**src/rtl/bridge_macros.svh**
```systemverilog
`ifndef BRIDGE_MACROS_SVH
`define BRIDGE_MACROS_SVH

// baud tick every PRESCALE+1 clocks
// 19.2k baud from a 16 MHz clock
`define BRIDGE_PRESCALE 51

// oversampling ticks per serial bit
`define BRIDGE_OVERSAMPLE 16

// command bytes from the host
`define BRIDGE_CMD_RD 8'hA5 // read one word
`define BRIDGE_CMD_WR 8'hA3 // write one word

// address and data go over the wire as this many bytes, lsb first
`define BRIDGE_WORD_BYTES 4

`endif // BRIDGE_MACROS_SVH

```
**src/rtl/uart_pkg.sv**
```systemverilog
package uart_pkg;

  // one 8N1 data byte
  typedef logic [7:0] uart_byte_t;

  // counts oversampling ticks inside one bit
  typedef logic [3:0] os_cnt_t;

  // index of the data bit being shifted
  typedef logic [2:0] bit_cnt_t;

  // line state, shared by rx and tx
  typedef enum logic [1:0] {
    UART_IDLE  = 2'b00, // line high, waiting
    UART_START = 2'b01,
    UART_DATA  = 2'b11,
    UART_STOP  = 2'b10
  } uart_state_e;

endpackage

```
**src/rtl/ahb_pkg.sv**
```systemverilog
package ahb_pkg;

  typedef logic [31:0] ahb_addr_t;
  typedef logic [31:0] ahb_data_t;
  typedef logic [1:0]  ahb_trans_t; // HTRANS
  typedef logic [2:0]  ahb_size_t;  // HSIZE
  typedef logic [1:0]  byte_idx_t;  // byte lane within a word

  localparam ahb_trans_t HTRANS_IDLE   = 2'b00;
  localparam ahb_trans_t HTRANS_NONSEQ = 2'b10;
  localparam ahb_size_t  HSIZE_WORD    = 3'b010; // 32-bit access

  // request from the command sequencer to the master
  typedef struct packed {
    logic      start; // one-cycle pulse
    logic      write; // 1 write, 0 read
    ahb_addr_t addr;
    ahb_data_t wdata;
  } bus_req_t;

  // everything the master drives onto the bus
  typedef struct packed {
    ahb_addr_t  haddr;
    ahb_trans_t htrans;
    logic       hwrite;
    ahb_size_t  hsize;
    ahb_data_t  hwdata;
  } ahb_mout_t;

endpackage

```
**src/rtl/baud_gen.sv**
```systemverilog
`timescale 1ns/1ps
`include "bridge_macros.svh"

module baud_gen #(
  parameter int PRESCALE = `BRIDGE_PRESCALE
) (
  input  logic HCLK,
  input  logic HRESETn,
  output logic tick // one pulse per oversampling period
);

  localparam int CW = (PRESCALE > 0) ? $clog2(PRESCALE + 1) : 1;

  logic [CW-1:0] cnt;

  assign tick = (cnt == CW'(PRESCALE)); // wrap point

  always_ff @(posedge HCLK or negedge HRESETn) begin
    if (!HRESETn) begin
      cnt <= '0;
    end else if (tick) begin
      cnt <= '0;
    end else begin
      cnt <= cnt + 1'b1;
    end
  end

  // with PRESCALE 0 the tick is simply always high
  if (PRESCALE >= 1) begin : g_tick_chk
    a_tick_single : assert property (@(posedge HCLK) disable iff (!HRESETn) tick |=> !tick);
  end

endmodule

```
**src/rtl/uart_rx.sv**
```systemverilog
`timescale 1ns/1ps
`include "bridge_macros.svh"

module uart_rx import uart_pkg::*; (
  input  logic       HCLK,
  input  logic       HRESETn,
  input  logic       tick,    // oversampling tick
  input  logic       rx,      // async serial line
  output uart_byte_t rx_byte,
  output logic       rx_done  // one cycle, rx_byte valid
);

  localparam os_cnt_t OS_HALF = os_cnt_t'(`BRIDGE_OVERSAMPLE / 2 - 1);
  localparam os_cnt_t OS_LAST = os_cnt_t'(`BRIDGE_OVERSAMPLE - 1);

  uart_state_e state;
  os_cnt_t     os_cnt;
  bit_cnt_t    bit_cnt;
  uart_byte_t  shift_q;
  logic        rx_meta, rx_s; // two-flop synchroniser
  logic        bit_end;

  assign bit_end = tick && (os_cnt == OS_LAST);
  assign rx_byte = shift_q;

  always_ff @(posedge HCLK or negedge HRESETn) begin
    if (!HRESETn) begin
      rx_meta <= 1'b1; // idle line is high
      rx_s    <= 1'b1;
    end else begin
      rx_meta <= rx;
      rx_s    <= rx_meta;
    end
  end

  always_ff @(posedge HCLK or negedge HRESETn) begin
    if (!HRESETn) begin
      state   <= UART_IDLE;
      os_cnt  <= '0;
      bit_cnt <= '0;
      rx_done <= 1'b0;
    end else begin
      rx_done <= 1'b0;
      if (state == UART_IDLE) os_cnt <= '0;
      else if (tick) os_cnt <= (os_cnt == OS_LAST) ? '0 : os_cnt + 1'b1;
      case (state)
        UART_IDLE:  if (!rx_s) state <= UART_START; // falling edge
        UART_START: if (tick && os_cnt == OS_HALF) begin // middle of start bit
          os_cnt  <= '0; // realign to bit centres
          bit_cnt <= '0;
          state   <= rx_s ? UART_IDLE : UART_DATA; // glitch, back to idle
        end
        UART_DATA:  if (bit_end) begin
          if (bit_cnt == 3'd7) state <= UART_STOP;
          bit_cnt <= bit_cnt + 1'b1;
        end
        UART_STOP:  if (bit_end) begin // centre of stop bit
          state   <= UART_IDLE;
          rx_done <= 1'b1;
        end
        default:    state <= UART_IDLE;
      endcase
    end
  end

  // lsb arrives first, shift in from the top
  always_ff @(posedge HCLK) begin
    if (state == UART_DATA && bit_end) shift_q <= {rx_s, shift_q[7:1]};
  end

endmodule

```
**src/rtl/uart_tx.sv**
```systemverilog
`timescale 1ns/1ps
`include "bridge_macros.svh"

module uart_tx import uart_pkg::*; (
  input  logic       HCLK,
  input  logic       HRESETn,
  input  logic       tick,     // oversampling tick
  input  logic       tx_start, // one cycle, tx_byte valid
  input  uart_byte_t tx_byte,
  output logic       tx_done,  // end of stop bit
  output logic       tx        // registered serial out
);

  localparam os_cnt_t OS_LAST = os_cnt_t'(`BRIDGE_OVERSAMPLE - 1);

  uart_state_e state;
  os_cnt_t     os_cnt;
  bit_cnt_t    bit_cnt;
  uart_byte_t  shift_q;
  logic        bit_end;

  assign bit_end = tick && (os_cnt == OS_LAST);

  always_ff @(posedge HCLK or negedge HRESETn) begin
    if (!HRESETn) begin
      state   <= UART_IDLE;
      os_cnt  <= '0;
      bit_cnt <= '0;
      tx_done <= 1'b0;
      tx      <= 1'b1; // line idles high
    end else begin
      tx_done <= 1'b0;
      if (state == UART_IDLE) os_cnt <= '0;
      else if (tick) os_cnt <= (os_cnt == OS_LAST) ? '0 : os_cnt + 1'b1;
      case (state)
        UART_IDLE:  if (tx_start) begin
          state <= UART_START;
          tx    <= 1'b0; // start bit from the next cycle
        end
        UART_START: if (bit_end) begin
          state   <= UART_DATA;
          bit_cnt <= '0;
          tx      <= shift_q[0];
        end
        UART_DATA:  if (bit_end) begin
          bit_cnt <= bit_cnt + 1'b1;
          if (bit_cnt == 3'd7) begin
            state <= UART_STOP;
            tx    <= 1'b1; // stop bit
          end else begin
            tx <= shift_q[1]; // next bit, before the shift lands
          end
        end
        UART_STOP:  if (bit_end) begin
          state   <= UART_IDLE;
          tx_done <= 1'b1;
        end
        default:    state <= UART_IDLE;
      endcase
    end
  end

  // byte is loaded once and shifted right per bit
  always_ff @(posedge HCLK) begin
    if (state == UART_IDLE && tx_start) shift_q <= tx_byte;
    else if (state == UART_DATA && bit_end) shift_q <= shift_q >> 1;
  end

  // sequencer has to wait for tx_done before the next byte
  a_start_idle : assert property (@(posedge HCLK) disable iff (!HRESETn)
    tx_start |-> state == UART_IDLE);

endmodule

```
**src/rtl/cmd_seq.sv**
```systemverilog
`timescale 1ns/1ps
`include "bridge_macros.svh"

module cmd_seq import uart_pkg::*, ahb_pkg::*; (
  input  logic       HCLK,
  input  logic       HRESETn,
  input  uart_byte_t rx_byte,
  input  logic       rx_done,
  output bus_req_t   req,
  input  logic       done,
  input  ahb_data_t  rdata,
  output uart_byte_t tx_byte,
  output logic       tx_start,
  input  logic       tx_done
);

  localparam byte_idx_t IDX_LAST = byte_idx_t'(`BRIDGE_WORD_BYTES - 1);

  typedef enum logic [2:0] {
    SEQ_IDLE,  // waiting for a command byte
    SEQ_ADDR,  // collecting address bytes
    SEQ_WDATA, // collecting write data bytes
    SEQ_BUS,   // transfer in flight
    SEQ_REPLY  // sending read data back
  } seq_state_e;

  seq_state_e state;
  byte_idx_t  idx;       // byte lane, shared by all phases
  logic       is_wr;     // frame is a write
  logic       req_start;
  ahb_addr_t  addr_q;
  ahb_data_t  wdata_q;
  ahb_data_t  rdata_q;
  logic       is_cmd;

  assign is_cmd  = (rx_byte == `BRIDGE_CMD_RD) || (rx_byte == `BRIDGE_CMD_WR);
  assign tx_byte = rdata_q[8*idx +: 8]; // lsb first
  assign req     = '{start: req_start, write: is_wr, addr: addr_q, wdata: wdata_q};

  always_ff @(posedge HCLK or negedge HRESETn) begin
    if (!HRESETn) begin
      state     <= SEQ_IDLE;
      idx       <= '0;
      is_wr     <= 1'b0;
      req_start <= 1'b0;
      tx_start  <= 1'b0;
    end else begin
      req_start <= 1'b0;
      tx_start  <= 1'b0;
      case (state)
        SEQ_IDLE:  if (rx_done && is_cmd) begin // anything else is dropped
          is_wr <= (rx_byte == `BRIDGE_CMD_WR);
          idx   <= '0;
          state <= SEQ_ADDR;
        end
        SEQ_ADDR:  if (rx_done) begin
          idx <= idx + 1'b1; // wraps to 0 for the data phase
          if (idx == IDX_LAST) begin
            if (is_wr) begin
              state <= SEQ_WDATA;
            end else begin
              state     <= SEQ_BUS;
              req_start <= 1'b1; // read needs no data
            end
          end
        end
        SEQ_WDATA: if (rx_done) begin
          idx <= idx + 1'b1;
          if (idx == IDX_LAST) begin
            state     <= SEQ_BUS;
            req_start <= 1'b1;
          end
        end
        SEQ_BUS:   if (done) begin
          idx <= '0;
          if (is_wr) begin
            state <= SEQ_IDLE; // writes send no reply
          end else begin
            state    <= SEQ_REPLY;
            tx_start <= 1'b1; // first reply byte
          end
        end
        SEQ_REPLY: if (tx_done) begin
          if (idx == IDX_LAST) begin
            state <= SEQ_IDLE;
          end else begin
            idx      <= idx + 1'b1;
            tx_start <= 1'b1;
          end
        end
        default:   state <= SEQ_IDLE;
      endcase
    end
  end

  // frame payload, little endian
  always_ff @(posedge HCLK) begin
    if (state == SEQ_ADDR && rx_done) addr_q[8*idx +: 8] <= rx_byte;
    if (state == SEQ_WDATA && rx_done) wdata_q[8*idx +: 8] <= rx_byte;
    if (state == SEQ_BUS && done && !is_wr) rdata_q <= rdata; // HRDATA only valid now
  end

endmodule

```
**src/rtl/ahb_master.sv**
```systemverilog
`timescale 1ns/1ps

module ahb_master import ahb_pkg::*; (
  input  logic      HCLK,
  input  logic      HRESETn,
  input  bus_req_t  req,
  output logic      done,   // data phase accepted
  output ahb_data_t rdata,
  output ahb_mout_t mout,
  input  logic      HREADY,
  input  ahb_data_t HRDATA
);

  typedef enum logic [1:0] {
    M_IDLE,
    M_WAIT, // bus still busy, hold off the address phase
    M_ADDR,
    M_DATA
  } mst_state_e;

  mst_state_e state;
  ahb_addr_t  addr_q;
  ahb_data_t  wdata_q;
  logic       write_q;

  always_ff @(posedge HCLK or negedge HRESETn) begin
    if (!HRESETn) begin
      state <= M_IDLE;
    end else begin
      case (state)
        M_IDLE:  if (req.start) state <= HREADY ? M_ADDR : M_WAIT;
        M_WAIT:  if (HREADY) state <= M_ADDR;
        M_ADDR:  if (HREADY) state <= M_DATA; // address accepted
        M_DATA:  if (HREADY) state <= M_IDLE; // slave done
        default: state <= M_IDLE;
      endcase
    end
  end

  // request held for the whole transfer
  always_ff @(posedge HCLK) begin
    if (state == M_IDLE && req.start) begin
      addr_q  <= req.addr;
      wdata_q <= req.wdata;
      write_q <= req.write;
    end
  end

  assign done  = (state == M_DATA) && HREADY;
  assign rdata = HRDATA;
  assign mout  = '{haddr:  addr_q,
                   htrans: (state == M_ADDR) ? HTRANS_NONSEQ : HTRANS_IDLE,
                   hwrite: (state == M_ADDR) && write_q,
                   hsize:  HSIZE_WORD,
                   hwdata: wdata_q}; // stays put through data phase waits

  a_addr_hold : assert property (@(posedge HCLK) disable iff (!HRESETn)
    (state == M_ADDR && !HREADY) |=> $stable(mout.haddr) && $stable(mout.hwrite));

endmodule

```
**src/rtl/uart_ahb_bridge.sv**
```systemverilog
`timescale 1ns/1ps
`include "bridge_macros.svh"

module uart_ahb_bridge import uart_pkg::*, ahb_pkg::*; #(
  parameter int PRESCALE = `BRIDGE_PRESCALE
) (
  input  logic      HCLK,
  input  logic      HRESETn,
  input  logic      RX,
  output logic      TX,
  output ahb_mout_t mout,
  input  logic      HREADY,
  input  ahb_data_t HRDATA
);

  logic       tick;              // shared by rx and tx
  uart_byte_t rx_byte, tx_byte;
  logic       rx_done, tx_start, tx_done;
  bus_req_t   req;
  logic       done;
  ahb_data_t  rdata;

  baud_gen #(.PRESCALE(PRESCALE)) baud_gen_i (
    .HCLK(HCLK), .HRESETn(HRESETn), .tick(tick)
  );

  uart_rx uart_rx_i (
    .HCLK(HCLK), .HRESETn(HRESETn), .tick(tick), .rx(RX),
    .rx_byte(rx_byte), .rx_done(rx_done)
  );

  uart_tx uart_tx_i (
    .HCLK(HCLK), .HRESETn(HRESETn), .tick(tick), .tx_start(tx_start),
    .tx_byte(tx_byte), .tx_done(tx_done), .tx(TX)
  );

  cmd_seq cmd_seq_i (
    .HCLK(HCLK), .HRESETn(HRESETn), .rx_byte(rx_byte), .rx_done(rx_done),
    .req(req), .done(done), .rdata(rdata),
    .tx_byte(tx_byte), .tx_start(tx_start), .tx_done(tx_done)
  );

  ahb_master ahb_master_i (
    .HCLK(HCLK), .HRESETn(HRESETn), .req(req), .done(done), .rdata(rdata),
    .mout(mout), .HREADY(HREADY), .HRDATA(HRDATA)
  );

endmodule

```
**config.mk**
```make
export PLATFORM = sky130hd
export DESIGN_NAME = uart_ahb_bridge
export DESIGN_NICKNAME = d
export VERILOG_FILES = /design/src/rtl/uart_pkg.sv /design/src/rtl/ahb_pkg.sv /design/src/rtl/baud_gen.sv /design/src/rtl/uart_rx.sv /design/src/rtl/uart_tx.sv /design/src/rtl/cmd_seq.sv /design/src/rtl/ahb_master.sv /design/src/rtl/uart_ahb_bridge.sv
export VERILOG_INCLUDE_DIRS = /design/src /design/src/rtl
export SDC_FILE = /design/constraint.sdc
export NUM_CORES = 1
export LEC_CHECK = 0
export ABC_AREA = 1
export BUFFER_PORTS_ARGS = -buffer_cell sky130_fd_sc_hd__buf_2
export CAP_MARGIN = 20
export CORE_MARGIN = 1
export CORE_UTILIZATION = 41
export DETAILED_ROUTE_END_ITERATION = 16
export SETUP_SLACK_MARGIN = 0.05
export SYNTH_ARGS = -nofsm -noshare
export SYNTH_HDL_FRONTEND = slang
export SYNTH_SLANG_ARGS = --single-unit
```
**constraint.sdc**
```tcl
create_clock -name HCLK -period 3.69 [get_ports HCLK]
set_input_delay 0.369 -clock HCLK [delete_from_list [all_inputs] [get_ports HCLK]]
set_output_delay 0.369 -clock HCLK [all_outputs]
set_load 0.02 [all_outputs]
```
* Word level (Yosys, flattened, before mapping)
Cells that the tools add are included.
** Storage, ports and cells
- Word-level logic and storage cells :: 193
- Bits of input ports :: 36
- Output and inout bits :: 71
- Register bits :: 216
** Cells by class
- Muxes and demuxes :: 75
- Shift-type cells :: 3
- Reductions and logical operators :: 36
- $add $sub $neg :: 7
- Equal/unequal tests :: 46
** Operators with widths (number)
- bitwise mux 32 bit :: 2
- two-way mux 2 bit :: 22
- two-way mux 3 bit :: 13
- negation 5 -> 34 bit :: 1
- variable shift 8 x 34 -> 32 bit, first input constant :: 1
- indexed part select 8 x 34 -> 32 bit :: 1
- two-way mux 4 bit :: 8
- case mux 2 bit (4 select lines) :: 4
- indexed part select 32 x 6 -> 8 bit :: 1
- != test 2 x 1 -> 1 bit, second input constant :: 15
- != test 2 bit, second input constant :: 9
- two-way mux 1 bit :: 17
- == test 8 bit, second input constant :: 2
- two-way mux 8 bit :: 2
- case mux 3 bit (5 select lines) :: 1
- == test 2 bit, second input constant :: 7
- logical AND 1 bit :: 14
- case mux 3 bit (2 select lines) :: 2
- AND reduction 5 bit :: 2
- == test 3 bit, second input constant :: 3
- adder 4 x 1 -> 4 bit, second input constant :: 2
- == test 4 bit, second input constant :: 2
- AND reduction 4 bit :: 2
- AND reduction 8 bit :: 1
- 22 further kinds :: 33

* Longest topological paths before layout
- Depth in word-level cells :: 6
- Mapped depth :: 10
- Gate-level depth less buffers :: 10

* By module
A second synthesis with hierarchy kept.
** Unflattened totals
- Cell total of the unflattened synthesis :: 653
- Area total of the unflattened synthesis :: 8704.6 um^2
** Modules (own cells, without submodules)
- cmd_seq :: area each 4051.4 um^2, seq. area each 3083.0 um^2, cells each 297, times used 1
- ahb_master :: area each 2468.6 um^2, seq. area each 2001.9 um^2, cells each 138, times used 1
- uart_tx :: area each 1002.2 um^2, seq. area each 516.7 um^2, cells each 102, times used 1
- uart_rx :: area each 887.1 um^2, seq. area each 543.0 um^2, cells each 83, times used 1
- baud_gen :: area each 295.3 um^2, seq. area each 150.1 um^2, cells each 33, times used 1

* Worst setup path after synthesis
Ideal clock, no wire load.
- Path type :: flip-flop to flip-flop
- Start :: register cmd_seq_i.state[2]
- End :: register cmd_seq_i.rdata_q[0] (enable)
- Cell stages (with the launch flop) :: 4
- Required time :: 3227 ps
- Setup time :: 463 ps
- Period minus slack after synthesis :: 3349 ps
- Arrival :: 2885 ps
- Buffers on the path :: 0
- Slack :: 341 ps
- Cells stage by stage :: dfrtp_1 inv_1 nand3_1 nor3_1
** On the way
- Longest elaborated chain between the ends :: 3
** RTL lines
- from (decl) :: line cmd_seq.sv:27 : seq_state_e state;
- from (signal assigned) :: line cmd_seq.sv:42 : state <= SEQ_IDLE;
- from (signal assigned) :: line cmd_seq.sv:54 : state <= SEQ_ADDR;
- from (signal assigned) :: line cmd_seq.sv:60 : state <= SEQ_WDATA;
- == test 3 x 2 -> 1 bit :: line cmd_seq.sv:100 : if (state == SEQ_BUS && done && !is_wr) rdata_q <= rdata;
- logical AND 1 bit (2 in a row) :: line cmd_seq.sv:100
- to (signal assigned) :: line cmd_seq.sv:100
- to (decl) :: line cmd_seq.sv:33 : ahb_data_t rdata_q;
Every way passes these cells.
A chain may end at the register's enable or synchronous reset.

* Worst setup path in the final report
- Start :: register cmd_seq_i.idx[1]
- End :: register cmd_seq_i.wdata_q[4] (data pin)
** On the way
- Longest elaborated chain between the ends :: 3
- Elaborated cells on any way between the ends :: 4
- Those cells by class :: add/sub (1); shift (2); mux (1)
** RTL lines
- from (decl) :: line cmd_seq.sv:28 : byte_idx_t idx;
- from (signal assigned) :: line cmd_seq.sv:57 : idx <= idx + 1'b1;
- from (signal assigned) :: line cmd_seq.sv:68 : idx <= idx + 1'b1;
- from (signal assigned) :: line cmd_seq.sv:87 : idx <= idx + 1'b1;
- negation 5 -> 34 bit (*) :: line cmd_seq.sv:99 : if (state == SEQ_WDATA && rx_done) wdata_q[8*idx +: 8] <= rx_byte;
- indexed part select 8 x 34 -> 32 bit or variable shift 8 x 34 -> 32 bit (tied branches) :: line cmd_seq.sv:99
- bitwise mux 32 bit (*) :: line cmd_seq.sv:99
- to (signal, indexed assignment) :: line cmd_seq.sv:99
- to (decl) :: line cmd_seq.sv:32 : ahb_data_t wdata_q;
Every way passes the cells marked *; elsewhere a longest branch is shown, timed or not.

==> metrics.md <==
| Metric | Value |
|---|---|
| Outcome | `finished with violations` |
| Failing checks | `hold timing` |
| Clk_skew | `0.00881 ns` |
| Total GRT Usage | `0.137` |
| Slew @ Worst Pin | `0.875 ns` |
| Critical setup path kind | `flop to flop` |
| Die height | `143 µm` |
| Crit path DAT | `2.87 ns` |
| Max Slew Vio Count | `0` |
| Site row count | `51` |
| IO Pins | `107` |
| Routed len/inst | `13.8 µm` |
| Critical Path Sink Type | `flop` |
| CP startpoint kind | `flop` |
| Vias | `4,738` |
| Root Buffer | `clkbuf_16` |
| Slew margin rel. | `0.417` |
| Largest net degree at the start of global routing | `40` |
| Critical Path Slowest Stage Cell | `ha_1` |
| Die X | `143 µm` |
| DRC violations left | `0` |
| Fmax | `381 MHz` |
| Input/output buffers | `102` |
| Unrepaired setup endpoints after global routing | `no` |
| Clk slew on worst S/H paths | `0.06 ns` |
| Post-layout minimum cycle time | `2.63 ns` |
| Fin Hold WS | `-0.0101 ns` |
| DRT Pass-1 Iters | `4` |
| Placed inst area | `8960 µm²` |
| Cell area after layout | `9690 µm²` |
| Nets@finish | `773` |
| CORE AREA | `19,500 µm²` |
| Post-Syn Instances | `603` |
| Drt initial violations | `239` |
| Initial antenna violation count | `0` |
| Final setup fails | `0` |
| Die ar. | `20,500 µm²` |
| Postcts setup bufs | `0` |
| Mapped cell area | `8190 µm²` |
| Max cap viols | `0` |
| Worst-path fanout max | `13` |
| Htree depth | `1` |
| First-pass GRT wire length | `22,200 µm` |
| Non-Filler Instances | `1,001` |
| Hold bufs inserted after CTS | `1` |
| FILL cells | `1,718` |
| HPWL Detailed | `9910 µm` |
| Initial Util | `0.419` |
| Synth unique cells | `37` |
| Placed cells | `960` |
| Post-route ant nets | `0` |
| Crit-path most repeated cell | `clkinv_1` |
| Clock buffer count from CTS | `22` |
| Diode count | `0` |
| Seq cells post-synth | `216` |
| Register area | `6290 µm²` |
| Worst-Skew Late Latency | `0.50 ns` |
| DP Worst Slack | `1.05 ns` |
| Routability cong. | `0.827` |
| Setup TNS | `0 ns` |
| Setup ws final | `1.06 ns` |
| Critical Path Max Stage Delay | `0.61 ns` |
| CTS tree | `yes` |
| PwrDens | `498 nW/µm²` |
| Worst Hold Class | `primary input to async pin` |
| Vias in the first global route | `4,584` |
| Seq/Total Area, Yosys | `0.769` |
| Sink Count | `216` |
| WL final | `13,900 µm` |
| Final worst-path cycle share | `0.712` |
| Mapped Avg Cell Area | `13.6 µm²` |
| CP Data Required Time | `3.93 ns` |
| Leak | `3.53 nW` |
| Synth async-reset ratio | `0.181` |
| Area grow syn2layout | `18.4%` |
| Vias per cell | `4.73` |
| Max Root-Sink Buffers | `3` |
| Top FF cell, synth | `edfxtp_1` |
| Max IR drop VDD | `290 µV` |
| Endpoints failing hold | `19` |
| Post-synth EDFFs | `177` |
| Area of the multi-input gates | `1560 µm²` |
| Yosys warns | `0` |
| GRT overflow | `0` |
| Post-CTS sizing | `0` |
| Proportion of layout cells with a drive suffix above 1 | `0.202` |
| CP cell instances | `clkinv_1 > ha_1 > clkinv_1 > nand3_1 > nor2_1` |
## flip-flops by register name, summed over array words and instances, names as in the netlist, 6 cells and up
| register | flops |
|---|---|
| uart_rx_i.rx_byte | 8 |
| cmd_seq_i.addr_q | 32 |
| baud_gen_i.cnt | 6 |
| cmd_seq_i.wdata_q | 32 |
| ahb_master_i.addr_q | 32 |
| ahb_master_i.wdata_q | 32 |
| uart_tx_i.shift_q | 8 |
| cmd_seq_i.rdata_q | 32 |
## power by group
| part | switching [W] | internal (W) |
|---|---|---|
| clock | 0.000875 | 0.00130 |
| combinational | 0.0000184 | 0.0000143 |
| sequential | 0.000000879 | 0.00261 |
## final timing paths
check                                                   from                                to  slack, ns  cells past startpoint
worst max-delay path            cmd_seq_i.idx[1]$_DFFE_PN0P_    cmd_seq_i.wdata_q[4]$_DFFE_PP_       1.06                      5
worst min-delay path                                 HRESETn  uart_tx_i.bit_cnt[2]$_DFFE_PN0P_      -0.01                      1
worst max register to register  cmd_seq_i.idx[1]$_DFFE_PN0P_    cmd_seq_i.wdata_q[4]$_DFFE_PP_       1.06                      5
worst min register to register   uart_rx_i.rx_meta$_DFF_PN1_          uart_rx_i.rx_s$_DFF_PN1_       0.37                      0
max in group asynchronous                            HRESETn    cmd_seq_i.state[1]$_DFFE_PN0P_       3.15                      1
min in group HCLK                                 HRDATA[17]   cmd_seq_i.rdata_q[17]$_DFFE_PP_       0.04                      1
## cell usage after synthesis (all sizes together) (6+ instances only)
master  instances  area (µm²)
nand4           7        43.8
nand3          30         150
nor3           13        65.1
a31oi           6        37.5
buf            13        96.3
o21ai          39         195
nor2           90         345
dfrtp          36         901
edfxtp        177        5320
ha             17         213
nand2          79         304
a21oi           9        45.0
inv            56         215
## worst max-delay path: cells and delay by family, from the launching register on
kind | cells | cell delay (ns)
flip-flops | 1 | 0.60
buffers and inverters | 2 | 0.72
AND/OR/NAND/NOR | 2 | 0.43
adder cells (fa/ha/maj) | 1 | 0.61
## stage by stage
stage | power [W] | hold slack, ns | utilization
2_1_floorplan | 0.00267 | 0.0734 | -
3_3_place_gp | 0.00270 | 0.359 | 0.459
3_5_place_dp | 0.00270 | 0.363 | 0.459
4_1_cts | 0.00488 | 0.0133 | 0.496
5_1_grt | 0.00497 | 0.0227 | 0.496
6_report | 0.00483 | -0.0101 | 0.496
## cells by family after synthesis
group,synth area share
mux,0.00245
xor+xnor,0.00214
flops,0.769
compound gates,0.0428
fa+ha+maj,0.0260
buf+inv,0.0419
other cells,0.000917
simple gates,0.115
## placed cells by master, fill, tap and decap left out, types with 6 or more instances in the layout
cell       count
clkbuf_16     22
a21oi_1        9
inv_1         54
ha_1          17
nand2_1       78
edfxtp_1     177
buf_2        102
o21ai_0       38
dfrtp_1       36
a31oi_1        6
clkinv_1       9
nor2_1        87
nand4_1        7
nor3_1        12
nand3_1       30
## area by class of cell
type,count,share of cell area
timing repair buffer,107,0.0568
inverter,60,0.0243
clock inverter,15,0.0159
tap,265,0.0342
sequential,216,0.650
clock buffer,25,0.0580
multi-input combinational,313,0.161
## layer usage
metal | vias to the layer above | track usage | wire length [µm]
li1 | 2322 | - | -
met2 | 145 | 0.227 | 6440
met3 | 31 | 0.0290 | 807
met5 | - | 0 | 0
met4 | 0 | 0.0431 | 342
met1 | 2240 | 0.179 | 6270
No activity file was read; power rests on OpenSTA's default activity.
